**config.mk**
```make
export PLATFORM = sky130hd
export DESIGN_NAME = adma_top
export DESIGN_NICKNAME = d
export VERILOG_FILES = /design/src/rtl/adma_pkg.sv /design/src/rtl/adma_top.sv /design/src/rtl/card_block_pacer.sv /design/src/rtl/axi_read_burst.sv /design/src/rtl/adma_sequencer.sv /design/src/rtl/adma_desc_decode.sv
export SDC_FILE = /design/constraint.sdc
export NUM_CORES = 1
export LEC_CHECK = 0
export BUFFER_PORTS_ARGS = -buffer_cell sky130_fd_sc_hd__buf_2
export CORE_ASPECT_RATIO = 0.7
export CORE_MARGIN = 3
export CORE_UTILIZATION = 40
export DETAILED_ROUTE_END_ITERATION = 10
export MAX_ROUTING_LAYER = met4
export PLACE_DENSITY_LB_ADDON = 0.2
export REMOVE_ABC_BUFFERS = 1
export SLEW_MARGIN = 15
export SYNTH_ARGS = -nofsm -noshare
export SYNTH_HDL_FRONTEND = slang
export SYNTH_SLANG_ARGS = --single-unit
```
**constraint.sdc**
```tcl
create_clock -name clock -period 7.5 [get_ports clock]
set_clock_uncertainty 0.1 [all_clocks]
set_input_delay 0.375 -clock clock [delete_from_list [all_inputs] [get_ports clock]]
set_output_delay 0.375 -clock clock [all_outputs]
set_load 0.1 [all_outputs]
```
**src/rtl/adma_pkg.sv**
```systemverilog
package adma_pkg;

  //////////////////////////////////////////////////
  // basic widths
  //////////////////////////////////////////////////

  // system memory byte address
  typedef logic [31:0] addr_t;

  // one 32-bit beat on the read data channel
  typedef logic [31:0] word_t;

  // up to 16384 words, the 64 KiB zero-length case
  typedef logic [14:0] word_count_t;

  // one descriptor line is two words
  localparam int unsigned desc_bytes = 8;

  //////////////////////////////////////////////////
  // descriptor line
  //////////////////////////////////////////////////

  // action field, low word bits 5:4
  typedef enum logic [1:0] {
    act_nop  = 2'd0,
    act_rsv  = 2'd1,  // reserved, behaves as nop
    act_tran = 2'd2,
    act_link = 2'd3
  } attr_act_t;

  typedef struct packed {
    addr_t       addr;
    word_count_t words;
    attr_act_t   act;
    logic        last;   // End attribute
    logic        valid;
  } adma_desc_t;

  //////////////////////////////////////////////////
  // read path
  //////////////////////////////////////////////////

  // to_card low sends beats to the decoder
  typedef struct packed {
    addr_t       addr;
    word_count_t words;
    logic        to_card;
  } read_job_t;

  // INCR bursts of 4-byte beats only
  typedef struct packed {
    addr_t      addr;
    logic [7:0] len;  // beats minus one
  } axi_ar_t;

endpackage
```
**src/rtl/adma_top.sv**
```systemverilog
`timescale 1ns/1ps

module adma_top #(
  parameter int unsigned burst_beats = 16,
  parameter int unsigned block_words = 128
) (
  input  logic              clock,
  input  logic              reset,
  input  logic              dma_enable,
  input  logic              cmd_compl_pulse,
  input  logic              data_present,
  input  adma_pkg::addr_t   descriptor_pointer,
  input  logic              dat_int_rst,
  input  logic              xfer_compl,
  input  logic              ser_next_blk,
  output adma_pkg::axi_ar_t ar,
  output logic              arvalid,
  input  logic              arready,
  input  logic              rvalid,
  input  adma_pkg::word_t   rdata,
  input  logic [1:0]        rresp,
  input  logic              rlast,
  output logic              rready,
  output logic              fifo_write,
  output adma_pkg::word_t   fifo_data,
  output logic              start_write,
  output logic [1:0]        dma_interrupts
);
  import adma_pkg::*;

  read_job_t  job;
  logic       job_start;
  logic       job_done;
  logic       resp_error;
  logic       beat_valid;
  word_t      beat_data;
  logic       desc_beat;
  logic       card_beat;
  adma_desc_t desc;
  logic       desc_ready;
  logic       block_hold;

  // returned beats follow the job target
  assign desc_beat = beat_valid && !job.to_card;
  assign card_beat = beat_valid && job.to_card;

  adma_sequencer sequencer_i (
    .clock, .reset, .dma_enable, .cmd_compl_pulse, .data_present, .descriptor_pointer,
    .dat_int_rst, .xfer_compl, .desc, .desc_ready, .job_done, .resp_error,
    .job, .job_start, .dma_interrupts
  );

  axi_read_burst #(.burst_beats(burst_beats)) reader_i (
    .clock, .reset, .job, .job_start, .block_hold, .ar, .arvalid, .arready,
    .rvalid, .rdata, .rresp, .rlast, .rready, .beat_valid, .beat_data,
    .job_done, .resp_error
  );

  adma_desc_decode decode_i (
    .clock, .reset, .beat_valid(desc_beat), .beat_data, .desc, .desc_ready
  );

  card_block_pacer #(.block_words(block_words)) pacer_i (
    .clock, .reset, .beat_valid(card_beat), .beat_data, .ser_next_blk, .xfer_compl,
    .fifo_write, .fifo_data, .start_write, .block_hold
  );

endmodule

```
**src/rtl/card_block_pacer.sv**
```systemverilog
`timescale 1ns/1ps

module card_block_pacer #(
  parameter int unsigned block_words = 128
) (
  input  logic            clock,
  input  logic            reset,
  input  logic            beat_valid,
  input  adma_pkg::word_t beat_data,
  input  logic            ser_next_blk,
  input  logic            xfer_compl,
  output logic            fifo_write,
  output adma_pkg::word_t fifo_data,
  output logic            start_write,
  output logic            block_hold
);

  localparam int unsigned cnt_w = $clog2(block_words);

  logic [cnt_w-1:0] word_cnt;
  logic             block_end;

  // last word of the current block
  assign block_end = beat_valid && (word_cnt == cnt_w'(block_words - 1));

  //////////////////////////////////////////////////
  // block counting and hold
  //////////////////////////////////////////////////

  always_ff @(posedge clock) begin
    if (!reset) begin
      fifo_write  <= 1'b0;
      start_write <= 1'b0;
      block_hold  <= 1'b0;
      word_cnt    <= '0;
    end else begin
      fifo_write  <= beat_valid;
      start_write <= block_end;
      if (beat_valid) begin
        word_cnt <= block_end ? '0 : word_cnt + 1'b1;
      end
      // serializer wants the next block
      if (ser_next_blk || xfer_compl) begin
        block_hold <= 1'b0;
      end
      if (block_end) begin
        block_hold <= 1'b1;
      end
    end
  end

  always_ff @(posedge clock) begin
    if (beat_valid) begin
      fifo_data <= beat_data;
    end
  end

endmodule

```
**src/rtl/axi_read_burst.sv**
```systemverilog
`timescale 1ns/1ps

module axi_read_burst #(
  parameter int unsigned burst_beats = 16
) (
  input  logic                clock,
  input  logic                reset,
  input  adma_pkg::read_job_t job,
  input  logic                job_start,
  input  logic                block_hold,
  output adma_pkg::axi_ar_t   ar,
  output logic                arvalid,
  input  logic                arready,
  input  logic                rvalid,
  input  adma_pkg::word_t     rdata,
  input  logic [1:0]          rresp,
  input  logic                rlast,
  output logic                rready,
  output logic                beat_valid,
  output adma_pkg::word_t     beat_data,
  output logic                job_done,
  output logic                resp_error
);
  import adma_pkg::*;

  typedef enum logic [1:0] {
    rd_idle,
    rd_addr,
    rd_data,
    rd_next  // between bursts, honours block_hold
  } rd_state_t;

  rd_state_t   state;
  addr_t       next_addr;
  word_count_t words_left;
  addr_t       src_addr;
  word_count_t src_words;
  word_count_t burst_words;
  logic        issue;

  // new job or the rest of the current one
  assign src_addr  = (state == rd_idle) ? job.addr : next_addr;
  assign src_words = (state == rd_idle) ? job.words : words_left;

  assign burst_words = (src_words > word_count_t'(burst_beats)) ?
                       word_count_t'(burst_beats) : src_words;

  assign issue = ((state == rd_idle) && job_start && (job.words != '0)) ||
                 ((state == rd_next) && !block_hold);

  assign beat_valid = rvalid && rready;
  assign beat_data  = rdata;
  assign resp_error = beat_valid && rresp[1];

  always_ff @(posedge clock) begin
    if (!reset) begin
      state    <= rd_idle;
      arvalid  <= 1'b0;
      rready   <= 1'b0;
      job_done <= 1'b0;
    end else begin
      job_done <= 1'b0;
      if (issue) begin
        ar.addr    <= src_addr;
        ar.len     <= 8'(burst_words - 1'b1);
        next_addr  <= src_addr + (addr_t'(burst_words) << 2);
        words_left <= src_words - burst_words;
        arvalid    <= 1'b1;
        state      <= rd_addr;
      end else begin
        case (state)
          rd_idle: begin
            // empty job, nothing to read
            if (job_start) begin
              job_done <= 1'b1;
            end
          end
          rd_addr: begin
            if (arready) begin
              arvalid <= 1'b0;
              rready  <= 1'b1;
              state   <= rd_data;
            end
          end
          rd_data: begin
            if (beat_valid && rlast) begin
              rready <= 1'b0;
              if (words_left == '0) begin
                job_done <= 1'b1;
                state    <= rd_idle;
              end else begin
                state <= rd_next;
              end
            end
          end
          default: begin
            // held off by the pacer
            state <= rd_next;
          end
        endcase
      end
    end
  end

endmodule

```
**src/rtl/adma_sequencer.sv**
```systemverilog
`timescale 1ns/1ps

module adma_sequencer (
  input  logic                 clock,
  input  logic                 reset,
  input  logic                 dma_enable,
  input  logic                 cmd_compl_pulse,
  input  logic                 data_present,
  input  adma_pkg::addr_t      descriptor_pointer,
  input  logic                 dat_int_rst,
  input  logic                 xfer_compl,
  input  adma_pkg::adma_desc_t desc,
  input  logic                 desc_ready,
  input  logic                 job_done,
  input  logic                 resp_error,
  output adma_pkg::read_job_t  job,
  output logic                 job_start,
  output logic [1:0]           dma_interrupts
);
  import adma_pkg::*;

  localparam word_count_t fetch_words = word_count_t'(desc_bytes / 4);

  typedef enum logic [1:0] {
    st_stop,
    st_fds,   // fetch descriptor
    st_cadr,  // change address
    st_tfr    // transfer data
  } adma_state_t;

  adma_state_t state;
  addr_t       desc_ptr;
  addr_t       next_ptr;
  logic        start_req;
  logic        abort_pending;
  logic        xfer_wait;

  assign start_req = dma_enable && cmd_compl_pulse && data_present;

  // link jumps, everything else walks to the next line
  assign next_ptr = (desc.act == act_link) ? desc.addr : desc_ptr + addr_t'(desc_bytes);

  //////////////////////////////////////////////////
  // ADMA2 state machine
  //////////////////////////////////////////////////

  always_ff @(posedge clock) begin
    if (!reset) begin
      state          <= st_stop;
      job_start      <= 1'b0;
      dma_interrupts <= 2'b00;
      abort_pending  <= 1'b0;
      xfer_wait      <= 1'b0;
    end else begin
      job_start <= 1'b0;

      // bad read response, let the burst drain first
      if (resp_error) begin
        dma_interrupts[1] <= 1'b1;
        abort_pending     <= 1'b1;
      end

      if (job_done && abort_pending) begin
        state         <= st_stop;
        abort_pending <= 1'b0;
        xfer_wait     <= 1'b0;
      end else begin
        case (state)
          st_stop: begin
            if (start_req) begin
              desc_ptr  <= descriptor_pointer;
              job       <= '{addr: descriptor_pointer, words: fetch_words, to_card: 1'b0};
              job_start <= 1'b1;
              state     <= st_fds;
            end
          end

          st_fds: begin
            if (desc_ready) begin
              state <= st_cadr;
            end
          end

          st_cadr: begin
            if (!desc.valid) begin
              dma_interrupts[1] <= 1'b1;
              state             <= st_stop;
            end else if (desc.act == act_tran) begin
              desc_ptr  <= next_ptr;
              job       <= '{addr: desc.addr, words: desc.words, to_card: 1'b1};
              job_start <= 1'b1;
              state     <= st_tfr;
            end else if (!desc.last) begin
              // nop, reserved or link, fetch again
              desc_ptr  <= next_ptr;
              job       <= '{addr: next_ptr, words: fetch_words, to_card: 1'b0};
              job_start <= 1'b1;
              state     <= st_fds;
            end else if (xfer_compl) begin
              dma_interrupts[0] <= 1'b1;
              state             <= st_stop;
            end
          end

          st_tfr: begin
            if (job_done) begin
              if (desc.last) begin
                xfer_wait <= 1'b1;
              end else begin
                job       <= '{addr: desc_ptr, words: fetch_words, to_card: 1'b0};
                job_start <= 1'b1;
                state     <= st_fds;
              end
            end
            // end of chain, card side must finish too
            if (xfer_wait && xfer_compl) begin
              dma_interrupts[0] <= 1'b1;
              xfer_wait         <= 1'b0;
              state             <= st_stop;
            end
          end

          default: begin
            state <= st_stop;
          end
        endcase
      end

      if (dat_int_rst) begin
        dma_interrupts <= 2'b00;
      end
    end
  end

endmodule

```
**src/rtl/adma_desc_decode.sv**
```systemverilog
`timescale 1ns/1ps

module adma_desc_decode (
  input  logic                 clock,
  input  logic                 reset,
  input  logic                 beat_valid,
  input  adma_pkg::word_t      beat_data,
  output adma_pkg::adma_desc_t desc,
  output logic                 desc_ready
);
  import adma_pkg::*;

  // length 0 stands for 65536 bytes
  localparam word_count_t max_words = 15'd16384;

  word_t       low_word;
  logic        low_seen;
  logic [15:0] length;

  assign length = low_word[31:16];

  // word toggle and ready strobe
  always_ff @(posedge clock) begin
    if (!reset) begin
      low_seen   <= 1'b0;
      desc_ready <= 1'b0;
    end else begin
      desc_ready <= 1'b0;
      if (beat_valid) begin
        low_seen   <= !low_seen;
        desc_ready <= low_seen;
      end
    end
  end

  // first beat is attributes and length, second is the address
  always_ff @(posedge clock) begin
    if (beat_valid && !low_seen) begin
      low_word <= beat_data;
    end
    if (beat_valid && low_seen) begin
      desc.addr  <= beat_data;
      desc.act   <= attr_act_t'(low_word[5:4]);
      desc.last  <= low_word[1];
      desc.valid <= low_word[0];
      if (length == 16'd0) begin
        desc.words <= max_words;
      end else begin
        desc.words <= word_count_t'(length[15:2]);
      end
    end
  end

endmodule

```
==> summary.txt, run 1 <==
Clock network
  – Max Root-Sink Buffers: 3
  – Num Clock Sinks: 292
  – Root buffer cell: clkbuf_16
  – Clock Pin Slew Worst Setup and Hold Paths: 0.07 ns
  – Clk_lat worst skew: 0.58 ns
  – Total setup buffers inserted after CTS: 0
  – CTS tree: done
  – PostCTS Resize Cnt: 0
  – Hold_buf cts: 53
  – CTS buffer count: 29
  – H-Tree Depth: 1

Place
  – Port-buffer cells: 153
  – DP Cell Count: 1709
  – Placer Congestion: 0.8680
  – DP Wirelength: 24650 um

Detailed routing
  – Detailed Routing Iterations Pass 1: 5
  – Via Count: 9708
  – DR WL/cell: 19.48 um
  – Number of vias per cell: 5.340
  – Antenna-violating nets left: 0
  – Routed WL: 35410 um
  – Detailed-route DRC error count: 0
  – DR iter-0 viols: 931

Synth
  – Top-area cell type share of the netlist area: 58.29%
  – Average footprint of a synthesized cell: 12.16 um^2
  – Synth area leaders: edfxtp_1 58%, dfxtp_1 3.5%, xnor2_1 3.1%
  – Yosys warns: 0
  – Post-Syn Area: 13810 um^2
  – Main synth FF type: edfxtp_1
  – Synth area leader: edfxtp_1
  – Syn Inst Count: 1135
  – #FFs+latches synth: 292
  – Sequential element share of the synthesized area: 61.77%
  – Yosys cell types: 72
  – Post-synth EDFFs: 268
  – Ys async rst share: 0%

Global route
  – Largest net degree at the start of global routing: 81
  – Vias in the first global route: 9280
  – Initial antenna violation count: 1
  – First-pass GRT wire length: 54450 um
  – Overall routing resource usage: 19.44%
  – Grt ovf: 0

Setup path
  – Reg2Reg Depth: 16
  – Critical path startpoint category: flip-flop
  – Crit-path max FO: 60
  – Crit Reg-Reg Endpoint: reader_i.next_addr[18]
  – CP Class: reg -> reg
  – CP required: 7.71 ns
  – Worst Setup End Kind: flip-flop
  – Worst Path Arrival: 5.92 ns
  – RR Startpoint: reader_i.state[0]
  – Flop-to-flop setup slack: 1.78 ns

Flow run
  – Max Cap Viol: 0

Power
  – P_int: 3436 uW
  – Flop pwr share: 41.7%
  – Switching component of the power: 1678 uW
  – Clock share of power: 31.5%
  – LEAKAGE: 0.006071 uW
  – Power Dens Cells: 307.1 nW/um^2
  – Combinational share of power: 26.9%
  – Maximum VDD drop: 180.8 uV
  – Switching share of power: 32.81%
  – Total Power: 5113 uW

Status
  – Status: finished, final reports clean

Layout
  – Final core utilization: 49.30%
  – Multi-input gate area: 4965 um^2
  – Share of cells above drive strength 1: 20.64%
  – Commonest cells after routing, fill and taps aside: 268 x edfxtp_1, 153 x buf_2, 101 x nand2_1, 72 x nor2_1, 70 x o21ai_0
  – Layout area overhead: 20.61%
  – Layout Cells excl Fill: 1818
  – Fill cells: 3054
  – Final #Nets: 1430
  – Leading cell type in the layout, fill and taps excluded: edfxtp_1
  – Register area: 8531 um^2

Floorplanning
  – Rows: 56
  – Core outline area: 33770 um^2
  – Die X: 228.1 um
  – Initial Util: 40.88%
  – # IOs: 155
  – Die H: 161.4 um
  – Die ar.: 36820 um^2

STA
  – Final hold vios: 0
  – Slew @ Worst Pin: 1.099 ns
  – Min cycle time layout: 5.719 ns
  – Slew headroom: 26.72%
  – Achievable clock frequency: 0.1749 GHz
  – RSZ-0062 raised after global routing: false
  – Setup_tns: 0 ns
  – Worst hold slack: 0.02791 ns
  – Endpoints failing setup: 0
  – Period Utilization, post-route: 76.25%
  – Max-slew violations: 0

Min path
  – Hold endpoint: sequencer_i.desc_ptr[29]
  – Hold Startpoint: descriptor_pointer[29]
  – Hold Path Class: in -> reg
  – Hold path depth: 3
## critical path, cell delays in order (launching register included)
cell and delay (ns):
dfxtp_1 0.33, inv_1 0.10, ha_2 0.43, buf_4 0.71
nor3_1 0.17, o22a_1 0.29, and3_1 0.31, a21oi_2 0.30
nand2b_1 0.19, inv_1 0.09, fa_1 0.46, a211o_1 0.35
a2111oi_0 0.68, nor4_1 0.18, o32a_1 0.47, a21oi_1 0.19
a21oi_1 0.05
## through the flow
| step | worst slack [ns] | area [um^2] |
|---|---|---|
| after global placement | 1.862 | 15060 |
| after CTS | 1.788 | 16650 |
| final | 1.781 | 16650 |
| after global routing | 1.398 | 16650 |
| after detailed placement | 1.820 | 15060 |
| after floorplan | 0.5721 | 13560 |
## flip-flops by register name, summed over array words and instances, names as in the netlist, 2 cells and up
register / count
reader_i.state: 2
decode_i.low_word: 20
sequencer_i.state: 2
pacer_i.fifo_data: 32
sequencer_i.dma_interrupts: 2
reader_i.ar: 40
sequencer_i.job: 48
decode_i.desc: 51
pacer_i.word_cnt: 7
reader_i.words_left: 15
reader_i.next_addr: 30
sequencer_i.desc_ptr: 32
## cells by family (layout without fill, tap and decap cells)
group	Yosys count	in the layout	synth area share [%]
compound gates	242	242	11.25
xor+xnor	63	63	3.997
fa+ha+maj	24	24	2.230
buf+inv	95	303	2.782
flops	292	292	61.77
mux	70	70	5.365
other cells	2	13	0.05440
simple gates	347	347	12.55
## Yosys cell counts, drive strengths merged (11+ instances only)
master  number
a21oi       55
a31oi       14
and3        26
buf         13
clkbuf      54
dfxtp       24
edfxtp     268
ha          23
inv         28
mux2        32
mux2i       38
nand2      101
nand3       35
nor2        76
nor3        25
nor4        15
o211ai      19
o21ai       70
or3         11
xnor2       49
xor2        14
## routing by layer
| metal | track usage (%) | wire length, um | vias up |
|---|---|---|---|
| met5 | - | 0 | - |
| met4 | 4.530 | 748 | 0 |
| met3 | 3.367 | 2169 | 52 |
| met2 | 27.02 | 14850 | 307 |
| met1 | 29.52 | 17640 | 4703 |
| li1 | - | - | 4646 |
## power groups by stage
stage	clock, uW	combinational [uW]	sequential, uW
6_report	1610	1370	2130
5_1_grt	1710	1490	2150
4_1_cts	1650	1370	2130
3_5_place_dp	0	1340	2160
3_3_place_gp	0	1320	2160
2_1_floorplan	0	774	2410
## final cells by class
class | count | area share (%)
Multi-Input combinational cell | 757 | 29.82
Tap cell | 464 | 3.487
Antenna cell | 2 | 0.03006
Clock buffer | 31 | 4.403
Inverter | 28 | 0.6312
Clock inverter | 23 | 1.939
Timing Repair Buffer | 221 | 8.461
Sequential cell | 292 | 51.23
## worst max-delay path by stage
stage	from	slack (ns)	depth (start not counted)	to
after floorplan	reader_i.state[0]	0.57	6	reader_i.ar[0]
after global placement	reader_i.state[0]	1.86	16	reader_i.next_addr[18]
after detailed placement	reader_i.state[0]	1.82	16	reader_i.next_addr[18]
after CTS	reader_i.state[0]	1.79	16	reader_i.next_addr[18]
after global routing	reader_i.state[0]	1.40	16	reader_i.next_addr[18]
final	reader_i.state[0]	1.78	16	reader_i.next_addr[18]
(Power assumes the default switching activity.)
==> run 2, diff against run 1 <==
==> constraint.sdc (replaced) <==
create_clock -name clock -period 5.2 [get_ports clock]
set_clock_uncertainty 0.1 [all_clocks]
set_input_delay 0.26 -clock clock [delete_from_list [all_inputs] [get_ports clock]]
set_output_delay 0.26 -clock clock [all_outputs]
set_load 0.1 [all_outputs]
==> run 2 against run 1 <==
  * Sequential power up 44%
  * Global-route usage increased by 0.43 points
  * Flip-flop and latch count unchanged
  * Register-to-register slack lost 1.4 ns
  * Routed wire length up 1.7%
  * Power up 41%
  * Final area up 1.2%
  * Combinational power increased by 49%
  * Clock power up 32%
  * Setup slack lost 1.4 ns
  * Critical endpoint unchanged
  * Cell count rose by 1.7%
==> summary.txt, run 2 (synthesis results as in run 1) <==
STA
  – Endpoints failing setup: 0
  – RSZ-0062 raised after global routing: false
  – Slew headroom: 27.88%
  – Setup_tns: 0 ns
  – Period Utilization, post-route: 92.31%
  – Max-slew violations: 0
  – Final hold vios: 0
  – Achievable clock frequency: 0.2083 GHz
  – Min cycle time layout: 4.800 ns
  – Slew @ Worst Pin: 1.072 ns
  – Worst hold slack: 0.01965 ns
  – Post-route worst setup slack: 0.3996 ns

Layout
  – Final core utilization: 49.88%
  – Biggest regs: decode_i.desc: 51 flops, sequencer_i.job: 48 flops, reader_i.ar: 40 flops
  – Commonest cells after routing, fill and taps aside: 268 x edfxtp_1, 153 x buf_2, 101 x nand2_1, 75 x dlygate4sd3_1, 72 x nor2_1
  – Largest register by flop count: decode_i.desc
  – Leading cell type in the layout, fill and taps excluded: edfxtp_1
  – Layout area overhead: 22.02%
  – Share of cells above drive strength 1: 20.66%
  – Fill cells: 3082
  – Final #Nets: 1462
  – Max reg flops: 51

Setup path
  – RR Startpoint: reader_i.state[0]
  – Critical path's largest stage delay: 0.51 ns
  – Worst Setup End Kind: flip-flop
  – Critical path startpoint category: flip-flop
  – Most common cell on crit path: buf_4
  – Worst path cell trace: inv_1 > ha_2 > buf_4 > buf_4 > mux2i_1 > nand2b_1 > inv_1 > ha_1 > fa_1 > a211o_1 > a2111oi_0 > buf_4 > nor4_1 > o32a_1 > a21oi_1 > a21oi_1
  – Flop-to-flop setup slack: 0.40 ns
  – Worst Path Arrival: 5.01 ns
  – Crit-path max FO: 43
  – Crit Reg-Reg Endpoint: reader_i.next_addr[18]
  – CP required: 5.41 ns
  – CP max-delay cell: buf_4
  – CP Class: reg -> reg
  – Reg2Reg Depth: 16

Detailed routing
  – Antenna-violating nets left: 0
  – Via Count: 9773
  – Detailed Routing Iterations Pass 1: 5
  – DR iter-0 viols: 818
  – Number of vias per cell: 5.286
  – Routed WL: 36000 um
  – DR WL/cell: 19.47 um
  – Detailed-route DRC error count: 0

Clock network
  – Root buffer cell: clkbuf_16
  – PostCTS Resize Cnt: 0
  – Hold_buf cts: 75
  – CTS tree: done
  – Num Clock Sinks: 292
  – Clock Pin Slew Worst Setup and Hold Paths: 0.06 ns
  – CTS buffer count: 29
  – Clk_lat worst skew: 0.59 ns
  – Max Root-Sink Buffers: 3
  – H-Tree Depth: 1
  – Total setup buffers inserted after CTS: 0

Power
  – Maximum VDD drop: 271.2 uV
  – LEAKAGE: 0.006159 uW
  – Power Dens Cells: 428.9 nW/um^2
  – Total Power: 7225 uW

Place
  – Pre-CTS setup slack: 0.4345 ns
  – DP Wirelength: 25060 um
  – Placer Congestion: 0.8834
  – Port-buffer cells: 153

Min path
  – Hold Startpoint: rvalid
  – Hold endpoint: pacer_i.fifo_write
  – Hold path depth: 3
  – Hold Path Class: in -> reg

Global route
  – Initial antenna violation count: 0
  – Vias in the first global route: 9325
  – Grt ovf: 0
  – First-pass GRT wire length: 55780 um
  – Largest net degree at the start of global routing: 58
  – Overall routing resource usage: 19.87%

Status
  – Status: finished, final reports clean

Floorplanning
  – Rows: 56
  – Die H: 161.4 um
  – # IOs: 155
  – Initial Util: 40.88%
  – Core outline area: 33770 um^2
  – Die X: 228.1 um
  – Die ar.: 36820 um^2

Flow run
  – Max Cap Viol: 0
==> run 2: worst max-delay path, delay by kind of cell (launching register included) <==
| family | cells | cell delay (ns) |
|---|---|---|
| buffers and inverters | 5 | 1.19 |
| flip-flops | 1 | 0.33 |
| AND/OR/NAND/NOR | 2 | 0.24 |
| adder cells (fa/ha/maj) | 3 | 1.01 |
| multiplexers | 1 | 0.28 |
| AO/OA/AOI/OAI | 5 | 1.39 |
==> run 2: worst max-delay path by stage <==
stage | slack (ns) | startpoint | depth (start not counted) | endpoint
floorplan | -1.73 | reader_i.state[0] | 6 | reader_i.ar[0]
global placement | 0.50 | reader_i.state[0] | 16 | reader_i.next_addr[21]
detailed placement | 0.43 | reader_i.state[0] | 16 | reader_i.next_addr[18]
CTS | 0.41 | reader_i.state[0] | 16 | reader_i.next_addr[18]
global route | 0.08 | reader_i.state[0] | 16 | reader_i.next_addr[31]
finish | 0.40 | reader_i.state[0] | 16 | reader_i.next_addr[18]
==> run 2: stage by stage <==
step | cell area (um^2) | instances
after global routing | 16840 | 1848
final | 16850 | 1849
after global placement | 15130 | 1719
after CTS | 16840 | 1848
after detailed placement | 15130 | 1719
after floorplan | 13560 | 1077
==> run 2: layout make-up <==
class,count,area [um^2],area share (%)
flip-flops and latches,292,8531,50.64
well taps,464,580.6,3.446
clock inverters,18,196.4,1.166
repair buffers,253,1704,10.12
diodes,1,2.502,0.01485
clock buffers,36,762.0,4.523
multi-input cells,757,4965,29.47
inverters,28,105.1,0.6239
==> run 2: layer usage <==
metal | GRT usage, % | part of all wire, % | vias to the layer above | wire length, um
li1 | - | - | 4698 | -
met1 | 30.85 | 51 | 4729 | 18300
met2 | 27.27 | 41 | 301 | 14880
met3 | 3.226 | 5.9 | 45 | 2122
met4 | 4.042 | 1.9 | 0 | 696
met5 | - | 0 | - | 0
==> run 2: power by group <==
group | leakage [uW] | internal [uW] | switching [uW] | total, uW
Clock | 0.000464 | 1200 | 923 | 2120
Sequential | 0.00262 | 2920 | 140 | 3060
Combinational | 0.00308 | 688 | 1350 | 2040
Total | 0.00616 | 4810 | 2420 | 7230
